===== src/rtl/l2_cache_macros.svh =====
// cache geometry, datapath widths and drain delay; include ahead of the package and every RTL file
`ifndef L2_CACHE_MACROS_SVH
`define L2_CACHE_MACROS_SVH

// organization
`define L2_WAYS 4
`define L2_SETS 8
`define L2_WORDS 4

// widths in bits
`define L2_WORD_W 32
`define L2_LINE_W 128
`define L2_ADDR_W 32

// what remains above set, word and byte fields
`define L2_TAG_W 25

// idle cycles a full eviction buffer waits before writing back
`define L2_DRAIN_DELAY 15

`endif


===== src/rtl/l2_cache_pkg.sv =====
// address views and small index types of the l2 cache; modules import it where the body needs it
`include "l2_cache_macros.svh"

package l2_cache_pkg;

    // field widths derived from the geometry
    localparam int SET_W = $clog2(`L2_SETS);
    localparam int WORD_IDX_W = $clog2(`L2_WORDS);
    localparam int BYTE_W = $clog2(`L2_WORD_W / 8);
    localparam int OFFSET_W = WORD_IDX_W + BYTE_W;
    localparam int LINE_ADDR_W = `L2_ADDR_W - OFFSET_W;

    // lookup split: tag, set, word in line, byte in word
    typedef struct packed {
        logic [`L2_TAG_W-1:0] tag;
        logic [SET_W-1:0] set;
        logic [WORD_IDX_W-1:0] word;
        logic [BYTE_W-1:0] byte_off;
    } addr_lookup_t;

    // line split for memory and buffer addressing
    typedef struct packed {
        logic [LINE_ADDR_W-1:0] line_addr;
        logic [OFFSET_W-1:0] offset;
    } addr_line_t;

    // same byte address, two decodes
    typedef union packed {
        addr_lookup_t lookup;
        addr_line_t line;
    } l2_addr_u;

    typedef logic [$clog2(`L2_WAYS)-1:0] way_idx_t;

    // one set's tree, bits {b2, b1, b0}
    typedef logic [2:0] plru_t;

endpackage


===== src/rtl/l2_cache_control.sv =====
// cache FSM: sequences lookup, victim eviction, line fill and idle drain of the eviction buffer
`timescale 1ns/1ps
`include "l2_cache_macros.svh"

module l2_cache_control (
    input  logic                   clk,
    input  logic                   rst,
    input  logic                   mem_read,
    input  logic                   mem_write,
    input  logic                   pmem_resp,
    input  logic                   hit,
    input  l2_cache_pkg::way_idx_t hit_way,
    input  logic [`L2_WAYS-1:0]    way_hit,
    input  logic [`L2_WAYS-1:0]    way_dirty,
    input  l2_cache_pkg::way_idx_t victim_way,
    input  logic                   ewb_full,
    input  logic                   ewb_hit,
    output logic                   mem_resp,
    output logic                   pmem_read,
    output logic                   pmem_write,
    output logic                   pmem_addr_sel,
    output l2_cache_pkg::way_idx_t sel_way,
    output logic                   tag_load,
    output logic                   dirty_set,
    output logic                   invalidate,
    output logic                   word_write,
    output logic                   line_fill,
    output logic                   plru_update,
    output logic                   ewb_load,
    output logic                   ewb_word_write,
    output logic                   ewb_clear
);

    localparam int CNT_W = $clog2(`L2_DRAIN_DELAY + 1);

    typedef enum logic [2:0] {IDLE, LOOKUP, EVICT, FILL, DEQUEUE} state_t;

    state_t state;
    state_t next_state;
    logic [CNT_W-1:0] drain_cnt;
    logic request;

    assign request = mem_read | mem_write;

    always_ff @(posedge clk)
    begin
        if (rst)
            state <= IDLE;
        else
            state <= next_state;
    end

    // drain countdown, only runs while idle with a line parked
    always_ff @(posedge clk)
    begin
        if (rst)
            drain_cnt <= CNT_W'(`L2_DRAIN_DELAY);
        else if (state == IDLE && !request && ewb_full)
        begin
            if (drain_cnt != '0)
                drain_cnt <= drain_cnt - 1'b1;
        end
        else
            drain_cnt <= CNT_W'(`L2_DRAIN_DELAY);
    end

    always_comb
    begin
        next_state = state;
        mem_resp = 1'b0;
        pmem_read = 1'b0;
        pmem_write = 1'b0;
        pmem_addr_sel = 1'b0;
        // victim way unless a lookup hits
        sel_way = victim_way;
        tag_load = 1'b0;
        dirty_set = 1'b0;
        invalidate = 1'b0;
        word_write = 1'b0;
        line_fill = 1'b0;
        plru_update = 1'b0;
        ewb_load = 1'b0;
        ewb_word_write = 1'b0;
        ewb_clear = 1'b0;
        case (state)
            IDLE:
            begin
                if (request)
                    next_state = LOOKUP;
                else if (ewb_full && drain_cnt == '0)
                    next_state = DEQUEUE;
            end
            LOOKUP:
            begin
                if (ewb_hit)
                begin
                    // served from the parked line, arrays left alone
                    mem_resp = 1'b1;
                    ewb_word_write = mem_write;
                    next_state = IDLE;
                end
                else if (hit)
                begin
                    mem_resp = 1'b1;
                    sel_way = hit_way;
                    plru_update = 1'b1;
                    // store hits in place and marks the line dirty
                    word_write = mem_write;
                    dirty_set = mem_write;
                    next_state = IDLE;
                end
                else if (!way_dirty[victim_way])
                    next_state = FILL;
                // dirty victim but buffer occupied, empty it first
                else if (ewb_full)
                    next_state = DEQUEUE;
                else
                    next_state = EVICT;
            end
            EVICT:
            begin
                // park the dirty line, free the way
                ewb_load = 1'b1;
                invalidate = 1'b1;
                next_state = FILL;
            end
            FILL:
            begin
                pmem_read = 1'b1;
                if (pmem_resp)
                begin
                    line_fill = 1'b1;
                    tag_load = 1'b1;
                    next_state = LOOKUP;
                end
            end
            DEQUEUE:
            begin
                pmem_write = 1'b1;
                pmem_addr_sel = 1'b1;
                if (pmem_resp)
                begin
                    ewb_clear = 1'b1;
                    next_state = request ? LOOKUP : IDLE;
                end
            end
            default:
                next_state = IDLE;
        endcase
    end

    // one line transfer at a time on the memory side
    assert property (@(posedge clk) disable iff (rst) !(pmem_read && pmem_write));

    // the CPU is answered from a lookup only
    assert property (@(posedge clk) disable iff (rst) mem_resp |-> state == LOOKUP);

    // a line being filled is not present in any way yet
    assert property (@(posedge clk) disable iff (rst)
        (state == FILL) |-> (way_hit == '0));

endmodule


===== config.mk =====
export PLATFORM = sky130hd
export DESIGN_NAME = l2_cache_control
export DESIGN_NICKNAME = d
export VERILOG_FILES = /design/src/rtl/l2_cache_pkg.sv /design/src/rtl/l2_cache_control.sv
export VERILOG_INCLUDE_DIRS = /design/src /design/src/rtl
export SDC_FILE = /design/constraint.sdc
export NUM_CORES = 1
export LEC_CHECK = 0
export ABC_AREA = 1
export BUFFER_PORTS_ARGS = -buffer_cell sky130_fd_sc_hd__buf_2
export CORE_MARGIN = 5
export CORE_UTILIZATION = 45
export DETAILED_ROUTE_END_ITERATION = 16
export PLACE_DENSITY = 0.79
export SLEW_MARGIN = 10
export SYNTH_ARGS = -nofsm -noshare
export SYNTH_HDL_FRONTEND = slang
export SYNTH_SLANG_ARGS = --single-unit

===== constraint.sdc =====
create_clock -name clk -period 2.5 [get_ports clk]
set_input_delay 0.5 -clock clk [delete_from_list [all_inputs] [get_ports clk]]
set_output_delay 0.5 -clock clk [all_outputs]
set_load 0.1 [all_outputs]

Word level (Yosys, flattened, before mapping)
Index checks and enable logic that the tools add are counted.

storage, ports and cells
  bits in registers = 7
  input bits = 20

cells by class
  $lt $le $gt $ge = 1
  reductions and logical operators = 9
  bitwise operators = 2
  eq/ne operators = 7
  $add $sub $neg = 1
  muxes and demuxes = 31

operator list
  cell                                                                           count
  3-bit two-way mux                                                              8
  1-bit two-way mux                                                              18
  3-bit one-hot mux with 5 select lines                                          1
  3-bit by 2-bit == test with 1-bit output (second input constant)               2
  2-bit two-way mux                                                              3
  4-bit logical NOT                                                              1
  2-bit != test (second input constant)                                          2
  4-bit nonzero test                                                             1
  4-bit by 1-bit subtractor with 4-bit output (second input constant)            1
  3-bit by 1-bit == test with 1-bit output (second input constant)               1
  3-bit == test (second input constant)                                          1
  1-bit logical AND                                                              3
  3-bit logical NOT                                                              1
  2-bit by 3-bit less-than comparator with 1-bit output (second input constant)  1
  3-bit by 2-bit != test with 1-bit output (second input constant)               1
  3-bit AND reduction                                                            1
  1-bit binary-select mux with 2-bit select                                      1
  2-bit OR reduction                                                             1
  1-bit logical NOT                                                              1
  1-bit NOT                                                                      1
  1-bit bitwise OR                                                               1

Depth between registers and ports, before layout
Gate-level depths: netlist (run 1).

  depth in word-level cells = 6
  depth in mapped cells = 10

Least setup slack after synthesis (run 1)
OpenSTA, ideal clock, no wires.

  path kind = in2out
  start point = input hit
  end point = output word_write
  arrival time = 4.179 ns
  data required time = 2.000 ns
  path slack = -2.179 ns
  cell stages on the path = 3
  path buffers = 1
  cells stage by stage = inv_1 nor4_1 buf_4

on the way
  cells in the longest elaborated chain, start to end = 3

ends and longest elaborated chain
  element                          RTL line                source
  start, declared                  l2_cache_control.sv:11  input logic hit,
  1-bit two-way mux (3 in series)  -
  end, declared                    l2_cache_control.sv:26  output logic word_write,

No other way between the ends.

Final worst setup path (run 1)
  start point = register state[0]
  end point = output sel_way[1]

on the way
  cells in the longest elaborated chain, start to end = 2

ends and longest elaborated chain
  element                                   RTL line                source
  start, declared                           l2_cache_control.sv:38  state_t state;
  start signal, assigned                    l2_cache_control.sv:50  state <= next_state;
  3-bit by 1-bit == test with 1-bit output  l2_cache_control.sv:85  case (state)
  2-bit two-way mux                         l2_cache_control.sv:85
  end, declared                             l2_cache_control.sv:22  output l2_cache_pkg::way_idx_t sel_way,

No other way between the ends.

==> metrics.md, run 1 <==
| Metric | Value |
|---|---|
| Outcome | `finished clean` |
| PwrDens | `502 mW/mm^2` |
| Detailed Route Iter0 Violations | `12` |
| Number of synthesized flops with an enable pin | `0` |
| Post-CTS Setup Repair Bufs | `0` |
| Initial antenna violation count | `0` |
| Chip height | `46.4 microns` |
| CTS tree | `done` |
| Vias in the first global route | `571` |
| Flop pwr share | `30.5%` |
| Post-place setup slack | `0.480 ns` |
| Top Layer Used | `met4` |
| Setup ws final | `0.344 ns` |
| Yosys top cell area share | `23.5%` |
| Routed vias/inst | `4.56` |
| Hold buffers post-CTS | `0` |
| Clk slew on worst S/H paths | `0.05 ns` |
| Resized cells post-CTS | `0` |
| Register bit total from synthesis | `7` |
| Number of diodes | `0` |
| Final Max Tran Viols | `0` |
| Total die area | `0.00215 sq mm` |
| Largest net degree at the start of global routing | `7` |
| Worst slew pin tran | `0.488 ns` |
| Sw Share | `46.2%` |
| Design area | `790 sq um` |
| Average wire per standard cell | `9.36 microns` |
| DRC viols | `0` |
| Synthesized Nets | `122` |
| Internal power | `213 uW` |
| Post-route ant nets | `0` |
| Async SR Flop Fraction | `0%` |
| RSZ-0062 raised after global routing | `false` |
| DR WL met2 | `708 microns` |
| Setup crit start kind | `register` |
| Combinational fraction of design power | `43.1%` |
| DP Area | `763 sq um` |
| Clk pwr share | `26.4%` |
| Final Hold Viols | `0` |
| Layout Nets | `153` |
| Post-Syn Instances | `100` |
| GP Congestion | `0.697` |
| Minimum clock period | `2.16 ns` |
| 1st-pass router iterations | `4` |
| Slowest stage delay, CP | `0.43 ns` |
| Global-route wire length before repair | `2160 microns` |
| Max-cap violations | `0` |
| Root Buffer | `clkbuf_4` |
| Critical Path RT | `2.00 ns` |
| Main area contributors after synthesis | `dfxtp_1, nand2_1, inv_1, nand3_1, buf_4` |
| CTS max path bufs | `2` |
| Period utilization | `86.2%` |
| Synth cell types | `22` |
| Final HPWL DP | `1170 microns` |
| Layout area overhead | `32.6%` |
| Crit Path Max Fanout | `5` |
| YS warnings | `0` |
| Die W | `46.4 microns` |
| Fraction of layout cells with a size suffix above 1 | `34.6%` |
| Main flop type after synthesis | `dfxtp_1` |
| Initial Util | `46.9%` |
| Sink Count | `7` |
| Core Region | `0.00127 sq mm` |
| Max-slew headroom | `67.7%` |
| Worst skew pair latency | `0.25 ns` |
| Post-synthesis sequential area ratio | `23.5%` |
| Crit path arrival time | `1.66 ns` |
| Final setup viols | `0` |
| Crit. End Element | `output port` |
| CTS H-tree lvls | `1` |
| Fmax | `464 MHz` |
| Worst VDD drop | `0.304 mV` |
| Critical path cell sequence | `nand3_2, nor3_4, nand2_1, o21ai_1, buf_2` |
| IO buf count | `30` |
| Via count | `661` |
| Ports | `35` |
| Met3 wire len | `92 microns` |
| TritonCTS Buffers | `3` |
| Post-Synthesis Cell Area | `596 sq um` |
| Worst Skew | `0.000309 ns` |
| Total grt overflow | `0` |
| Slowest CP cell | `buf_2` |
| Met1 wire length | `524 microns` |
| Synthesized area per cell | `5.96 sq um` |
| Layout Utilization | `62.2%` |
| WL final | `1360 microns` |
| Cell taking the most area after synthesis | `dfxtp_1` |
| WS Path Type | `reg -> out` |
| Switch Pwr | `183 uW` |
| Std cell rows | `13` |
| Lkg Pwr | `0.000514 uW` |
| Worst hold path class | `in -> reg` |
| Tot GR Track Use | `14.3%` |
==> critical path, delay by kind of cell, from the launching register on <==
kind                   cells  cell delay, ns
AOI/OAI and AO/OA          1            0.07
and+or+nand+nor            3            0.50
buffers and inverters      1            0.43
DFF                        1            0.40
==> layout make-up <==
class                      instances  area, sq um
fill                             136          479
multi-input combinational         65          364
timing repair buffer              30          150
sequential                         7          140
inverter                          24         90.1
clock buffer                       4         26.3
tap                               15         18.8
==> per-stage QoR <==
step / setup TNS, ns / hold slack [ns] / total power (uW) / cells
4_1_cts: 0 / 0.476 / 401 / 145
3_3_place_gp: 0 / 0.508 / 293 / 141
3_5_place_dp: 0 / 0.532 / 295 / 141
6_report: 0 / 0.482 / 397 / 145
2_1_floorplan: -1.32 / 0.486 / 265 / 100
5_1_grt: 0 / 0.476 / 417 / 145
==> path summary, 6_finish.rpt <==
kind         cells after the start                 startpoint  slack (ns)                        end
max                              5      state[0]$_SDFFE_PP0P_        0.34                 sel_way[1]
min reg2reg                      2  drain_cnt[2]$_SDFFE_PP1P_        0.53  drain_cnt[2]$_SDFFE_PP1P_
min                              2                        rst        0.48      state[2]$_SDFFE_PP0P_
max reg2reg                      8  drain_cnt[0]$_SDFFE_PP1P_        1.21      state[2]$_SDFFE_PP0P_
==> synth_stat cells, types with 2 or more instances <==
cell type	instances
buf_4	4
inv_2	2
nand3_1	6
nor2_1	4
dfxtp_1	7
ha_1	2
a21oi_1	4
nand3_2	2
o21ai_0	3
nor2_2	3
inv_1	21
nand2_1	32
==> cells by family (layout without fill, tap and decap cells) <==
family / count (synthesis) / count (layout) / share of synthesized area (%)
flip-flops: 7 / 7 / 23.5
AND/OR/NAND/NOR: 53 / 53 / 42.6
buffers and inverters: 28 / 58 / 20.2
XOR/XNOR: 1 / 1 / 1.47
adder cells (fa/ha/maj): 2 / 2 / 4.20
AO/OA/AOI/OAI: 9 / 9 / 7.98
==> power by group through the flow <==
stage / Combinational (uW) / Sequential (uW) / Clock [uW]
after floorplan: 143 / 122 / 0
after global placement: 170 / 123 / 0
after detailed placement: 172 / 123 / 0
after CTS: 172 / 121 / 108
after global routing: 182 / 121 / 114
final: 171 / 121 / 105
==> registers in the layout, indices dropped and copies added, names as in the netlist <==
name       count
state          3
drain_cnt      4
==> layout by cell type, fill, tap and decap left out <==
master	n
ha_1	2
nand4_1	1
inv_1	21
o21ai_1	3
nand3_2	2
a21oi_1	4
inv_2	2
buf_2	30
dfxtp_1	7
nand2_1	32
nor4_4	1
o211ai_1	1
clkbuf_4	3
nor3_4	2
clkinv_1	1
nor2_1	3
nor2_2	4
o21ai_0	1
clkbuf_1	1
nor3_2	1
or2_1	1
xor2_1	1
nand3_1	6
==> per-layer routing <==
layer / GRT usage [%] / up-vias
met3: 3.52 / 4
met1: 14.0 / 280
li1: - / 362
met2: 25.8 / 15
met4: 9.66 / 0
met5: 0 / -
(Power assumes the default switching activity.)
==> run 2, diff against run 1 <==
--- a/config.mk
+++ b/config.mk
@@ -9,9 +9,9 @@
 export ABC_AREA = 1
 export BUFFER_PORTS_ARGS = -buffer_cell sky130_fd_sc_hd__buf_2
 export CORE_MARGIN = 5
-export CORE_UTILIZATION = 45
+export CORE_UTILIZATION = 42
 export DETAILED_ROUTE_END_ITERATION = 16
-export PLACE_DENSITY = 0.79
+export PLACE_DENSITY = 0.75
 export SLEW_MARGIN = 10
 export SYNTH_ARGS = -nofsm -noshare
 export SYNTH_HDL_FRONTEND = slang
==> constraint.sdc (replaced) <==
create_clock -name clk -period 2.15 [get_ports clk]
set_input_delay 0.43 -clock clk [delete_from_list [all_inputs] [get_ports clk]]
set_output_delay 0.43 -clock clk [all_outputs]
set_load 0.1 [all_outputs]
==> metrics.md, run 2 (synthesis results as in run 1) <==
| Metric | Value |
|---|---|
| Outcome | `finished clean` |
| Vias in the first global route | `620` |
| Setup TNS | `0 ns` |
| Setup ws final | `0.186 ns` |
| Layout area overhead | `41.2%` |
| Lkg Pwr | `0.000527 uW` |
| Cells after DPL | `141` |
| Post-Layout Cell Count | `145` |
| Clk slew on worst S/H paths | `0.05 ns` |
| Final Max Tran Viols | `0` |
| Sink Count | `7` |
| Flop pwr share | `29.6%` |
| Initial Util | `45.2%` |
| Crit path to | `plru_update` |
| TritonCTS Buffers | `3` |
| Final Hold Viols | `0` |
| Root Buffer | `clkbuf_4` |
| WL final | `1350 microns` |
| Internal power | `260 uW` |
| Ports | `35` |
| Number of diodes | `0` |
| Hold_ws | `0.411 ns` |
| Post-route ant nets | `0` |
| Global-route wire length before repair | `2480 microns` |
| Worst slew pin tran | `0.490 ns` |
| IO buf count | `30` |
| Layout Utilization | `63.8%` |
| DRC viols | `0` |
| Crit. End Element | `output port` |
| Clk pwr share | `25.1%` |
| 1st-pass router iterations | `4` |
| Post-place setup slack | `0.334 ns` |
| Registers with the most flip-flops | `drain_cnt x4, state x3` |
| Minimum clock period | `1.96 ns` |
| Max-cap violations | `0` |
| Setup crit start kind | `register` |
| Crit Path Max Fanout | `5` |
| Layout Nets | `153` |
| Final setup viols | `0` |
| Worst VDD drop | `0.445 mV` |
| Routed vias/inst | `4.53` |
| Crit path arrival time | `1.53 ns` |
| Chip height | `47.7 microns` |
| Sw Share | `45.4%` |
| RR Endpoint | `state[2]$_SDFFE_PP0P_` |
| GP Congestion | `0.794` |
| Reg2Reg Setup Slack | `0.85 ns` |
| CTS max path bufs | `2` |
| Most flop-heavy register | `drain_cnt` |
| Fill cell count | `122` |
| CTS tree | `done` |
| Max reg flops | `4` |
| CTS H-tree lvls | `1` |
| Std cell rows | `13` |
| RSZ-0062 raised after global routing | `false` |
| Largest net degree at the start of global routing | `7` |
| Total grt overflow | `0` |
| Final HPWL DP | `1190 microns` |
| Core Region | `0.00132 sq mm` |
| Reg2Reg Launch Point | `drain_cnt[0]$_SDFFE_PP1P_` |
| Commonest cells after routing, fill and taps aside | `nand2_1, buf_2, inv_1, dfxtp_1, nand3_1` |
| Die W | `47.7 microns` |
| WS Path Type | `reg -> out` |
| Worst skew pair latency | `0.25 ns` |
| Fraction of layout cells with a size suffix above 1 | `37.7%` |
| Average wire per standard cell | `9.32 microns` |
| Worst Skew | `0.00114 ns` |
| Crit. Startpoint | `state[0]$_SDFFE_PP0P_` |
| Via count | `657` |
| PwrDens | `566 mW/mm^2` |
| Hold buffers post-CTS | `0` |
| Max-slew headroom | `67.6%` |
| Detailed Route Iter0 Violations | `12` |
| Combinational fraction of design power | `45.2%` |
| Total die area | `0.00227 sq mm` |
| Initial antenna violation count | `0` |
| Most common library cell in the layout ignoring fill and taps | `nand2_1` |
| Switch Pwr | `216 uW` |
| Worst hold path class | `in -> reg` |
| FF-to-FF path depth | `8` |
| Critical Path RT | `1.72 ns` |
| Tot GR Track Use | `15.9%` |
| Period utilization | `91.3%` |
| Fmax | `509 MHz` |
[run 2: changes by cell type in the layout (fill, tap and decap cells not counted)]
cell,delta
buf_2,-3
buf_12,+2
o21ai_1,-2
o21ai_2,+2
a21oi_1,-1
a21oi_2,+1
clkbuf_4,+1
nor2_1,-1
nor2_4,+1
[run 2: worst min-delay path by stage]
stage                                   start                        end  slack [ns]  cells past startpoint
global placement    drain_cnt[0]$_SDFFE_PP1P_  drain_cnt[0]$_SDFFE_PP1P_        0.51                      2
global route                              rst      state[0]$_SDFFE_PP0P_        0.40                      2
detailed placement  drain_cnt[0]$_SDFFE_PP1P_  drain_cnt[0]$_SDFFE_PP1P_        0.51                      2
CTS                                       rst      state[2]$_SDFFE_PP0P_        0.41                      2
floorplan           drain_cnt[0]$_SDFFE_PP1P_  drain_cnt[0]$_SDFFE_PP1P_        0.49                      2
finish                                    rst      state[0]$_SDFFE_PP0P_        0.41                      2
[run 2: cell type report]
cell class,count,area [sq um],area share [%]
clock buffer,4,26.3,3.13
timing repair buffer,30,183,21.7
sequential,7,140,16.7
inverter,24,90.1,10.7
multi-input combinational,65,383,45.5
tap,15,18.8,2.23
[run 2: worst max-delay path, stage by stage (launching register included)]
cell and delay, ns:
dfxtp_1 0.39, nand3_2 0.21, nor3_4 0.28, clkbuf_4 0.39
[run 2: what timing repair did]
item / 4_1_cts / 5_1_grt
gates resized for setup: 0 / 1
buffers inserted: 0 / 0
endpoints found under the setup margin: 0 / 1
[run 2: per-layer routing]
layer,vias up,part of all wire [%],wire length [microns],global-route usage (%)
met4,0,1.6,21,6.45
li1,360,-,-,-
met2,18,49,657,25.7
met5,-,0,0,0
met1,275,43,575,18.5
met3,4,7.2,97,6.77
[run 2: per-stage QoR]
step | power, uW | instance area [sq um]
global placement | 357 | 812
detailed placement | 359 | 812
floorplan | 313 | 647
global route | 515 | 841
CTS | 483 | 838
finish | 476 | 841
[run 2: power by group through the flow]
stage / registers [uW] / clock network (uW) / logic, uW
final: 141 / 120 / 215
after global routing: 142 / 142 / 232
after CTS: 141 / 126 / 216
after detailed placement: 143 / 0 / 216
after global placement: 143 / 0 / 214
after floorplan: 142 / 0 / 170
==> run 3, diff against run 2 <==
--- a/config.mk
+++ b/config.mk
@@ -11,7 +11,9 @@
 export CORE_MARGIN = 5
 export CORE_UTILIZATION = 42
 export DETAILED_ROUTE_END_ITERATION = 16
-export PLACE_DENSITY = 0.75
+export GPL_TIMING_DRIVEN = 0
+export PLACE_DENSITY = 0.78
+export REMOVE_ABC_BUFFERS = 1
 export SLEW_MARGIN = 10
 export SYNTH_ARGS = -nofsm -noshare
 export SYNTH_HDL_FRONTEND = slang
==> metrics.md, run 3 (synthesis results as in run 1) <==
| Metric | Value |
|---|---|
| Max reg flops | `4` |
| TritonCTS Buffers | `3` |
| Outcome | `finished clean` |
| Number of diodes | `0` |
| Ports | `35` |
| CTS tree | `done` |
| Final setup viols | `0` |
| Detailed Route Iter0 Violations | `12` |
| Total grt overflow | `0` |
| Layout Nets | `153` |
| GP Congestion | `0.798` |
| DRC viols | `0` |
| PwrDens | `599 mW/mm^2` |
| Minimum clock period | `2.03 ns` |
| Sink Count | `7` |
| Worst VDD drop | `0.327 mV` |
| Average wire per standard cell | `9.71 microns` |
| Routed vias/inst | `4.63` |
| Fraction of layout cells with a size suffix above 1 | `32.3%` |
| WL final | `1410 microns` |
| Worst hold path class | `in -> reg` |
| Fmax | `491 MHz` |
| IO buf count | `30` |
| Hold buffers post-CTS | `0` |
| Registers with the most flip-flops | `drain_cnt x4, state x3` |
| Period utilization | `94.6%` |
| Via count | `671` |
| 1st-pass router iterations | `4` |
| Crit path arrival time | `1.60 ns` |
| Layout area overhead | `28.6%` |
| Critical Path RT | `1.72 ns` |
| CTS H-tree lvls | `1` |
| DP Area | `734 sq um` |
| RSZ-0062 raised after global routing | `false` |
| Tot GR Track Use | `14.4%` |
| Setup crit start kind | `register` |
| Clk slew on worst S/H paths | `0.05 ns` |
| Chip height | `47.7 microns` |
| Core Region | `0.00132 sq mm` |
| WS Path Type | `reg -> out` |
| Std cell rows | `13` |
| Worst Skew | `0.00195 ns` |
| Global-route wire length before repair | `2290 microns` |
| Worst skew pair latency | `0.26 ns` |
| Final HPWL DP | `1220 microns` |
| Vias in the first global route | `620` |
| Post-route ant nets | `0` |
| Final Hold Viols | `0` |
| Most common library cell in the layout ignoring fill and taps | `nand2_1` |
| CTS max path bufs | `2` |
| Lkg Pwr | `0.000510 uW` |
| Max-slew headroom | `67.8%` |
| Crit. End Element | `output port` |
| Final Max Tran Viols | `0` |
| Max-cap violations | `0` |
| Initial antenna violation count | `0` |
| Die W | `47.7 microns` |
| Commonest cells after routing, fill and taps aside | `nand2_1, buf_2, inv_1, dfxtp_1, nand3_1` |
| Total die area | `0.00227 sq mm` |
| Post-Layout Cell Count | `145` |
| Design area | `766 sq um` |
| Root Buffer | `clkbuf_4` |
| Crit Path Max Fanout | `5` |
| Largest net degree at the start of global routing | `7` |
| Initial Util | `45.2%` |
| Cells after DPL | `141` |
| Worst slew pin tran | `0.487 ns` |
| Most flop-heavy register | `drain_cnt` |
run 3: final timing paths:
kind                             start                         to  slack (ns)  depth (start not counted)
max              state[0]$_SDFFE_PP0P_                 sel_way[1]        0.12                          5
min                                rst      state[0]$_SDFFE_PP0P_        0.40                          2
max reg2reg  drain_cnt[0]$_SDFFE_PP1P_      state[2]$_SDFFE_PP0P_        0.85                          8
min reg2reg  drain_cnt[0]$_SDFFE_PP1P_  drain_cnt[0]$_SDFFE_PP1P_        0.52                          2
run 3: what timing repair did:
item / CTS / global route
setup buffers: 0 / 0
resized for setup: 0 / 2
endpoints found under the setup margin: 0 / 2
run 3: final cells by class:
class                      instances  area (sq um)
tap                               15          18.8
fill                             142           552
inverter                          24          90.1
sequential                         7           140
timing repair buffer              30           155
multi-input combinational         65           335
clock buffer                       4          26.3
run 3: layer usage:
layer	GRT usage (%)	part of all wire, %
met2	28.6	54
met5	0	0
met1	13.0	37
met3	4.89	7.5
met4	5.91	0.99
run 3: through the flow:
stage	utilization, %	worst slack (ns)	hold slack, ns	setup TNS, ns	power, uW
after floorplan	-	-4.42	0.486	-16.20	298
after global placement	55.7	0.289	0.504	0	333
after CTS	57.7	0.0134	0.395	0	463
after global routing	58.1	0.00221	0.406	0	486
after detailed placement	55.7	0.216	0.509	0	338
final	58.1	0.115	0.405	0	459
run 3: critical path, stage by stage (launching register included):
cell,delay (ns)
dfxtp_1,0.40
nand3_2,0.16
nor3_2,0.27
nand2_1,0.08
o21ai_0,0.07
clkbuf_4,0.35
run 3: power breakdown:
part           switching (uW)  leakage, uW  total, uW  internal (uW)
combinational             153     0.000438        195           41.8
sequential               5.49    0.0000570        141            135
clock                    51.9    0.0000150        123           71.0
total                     210     0.000510        459            248
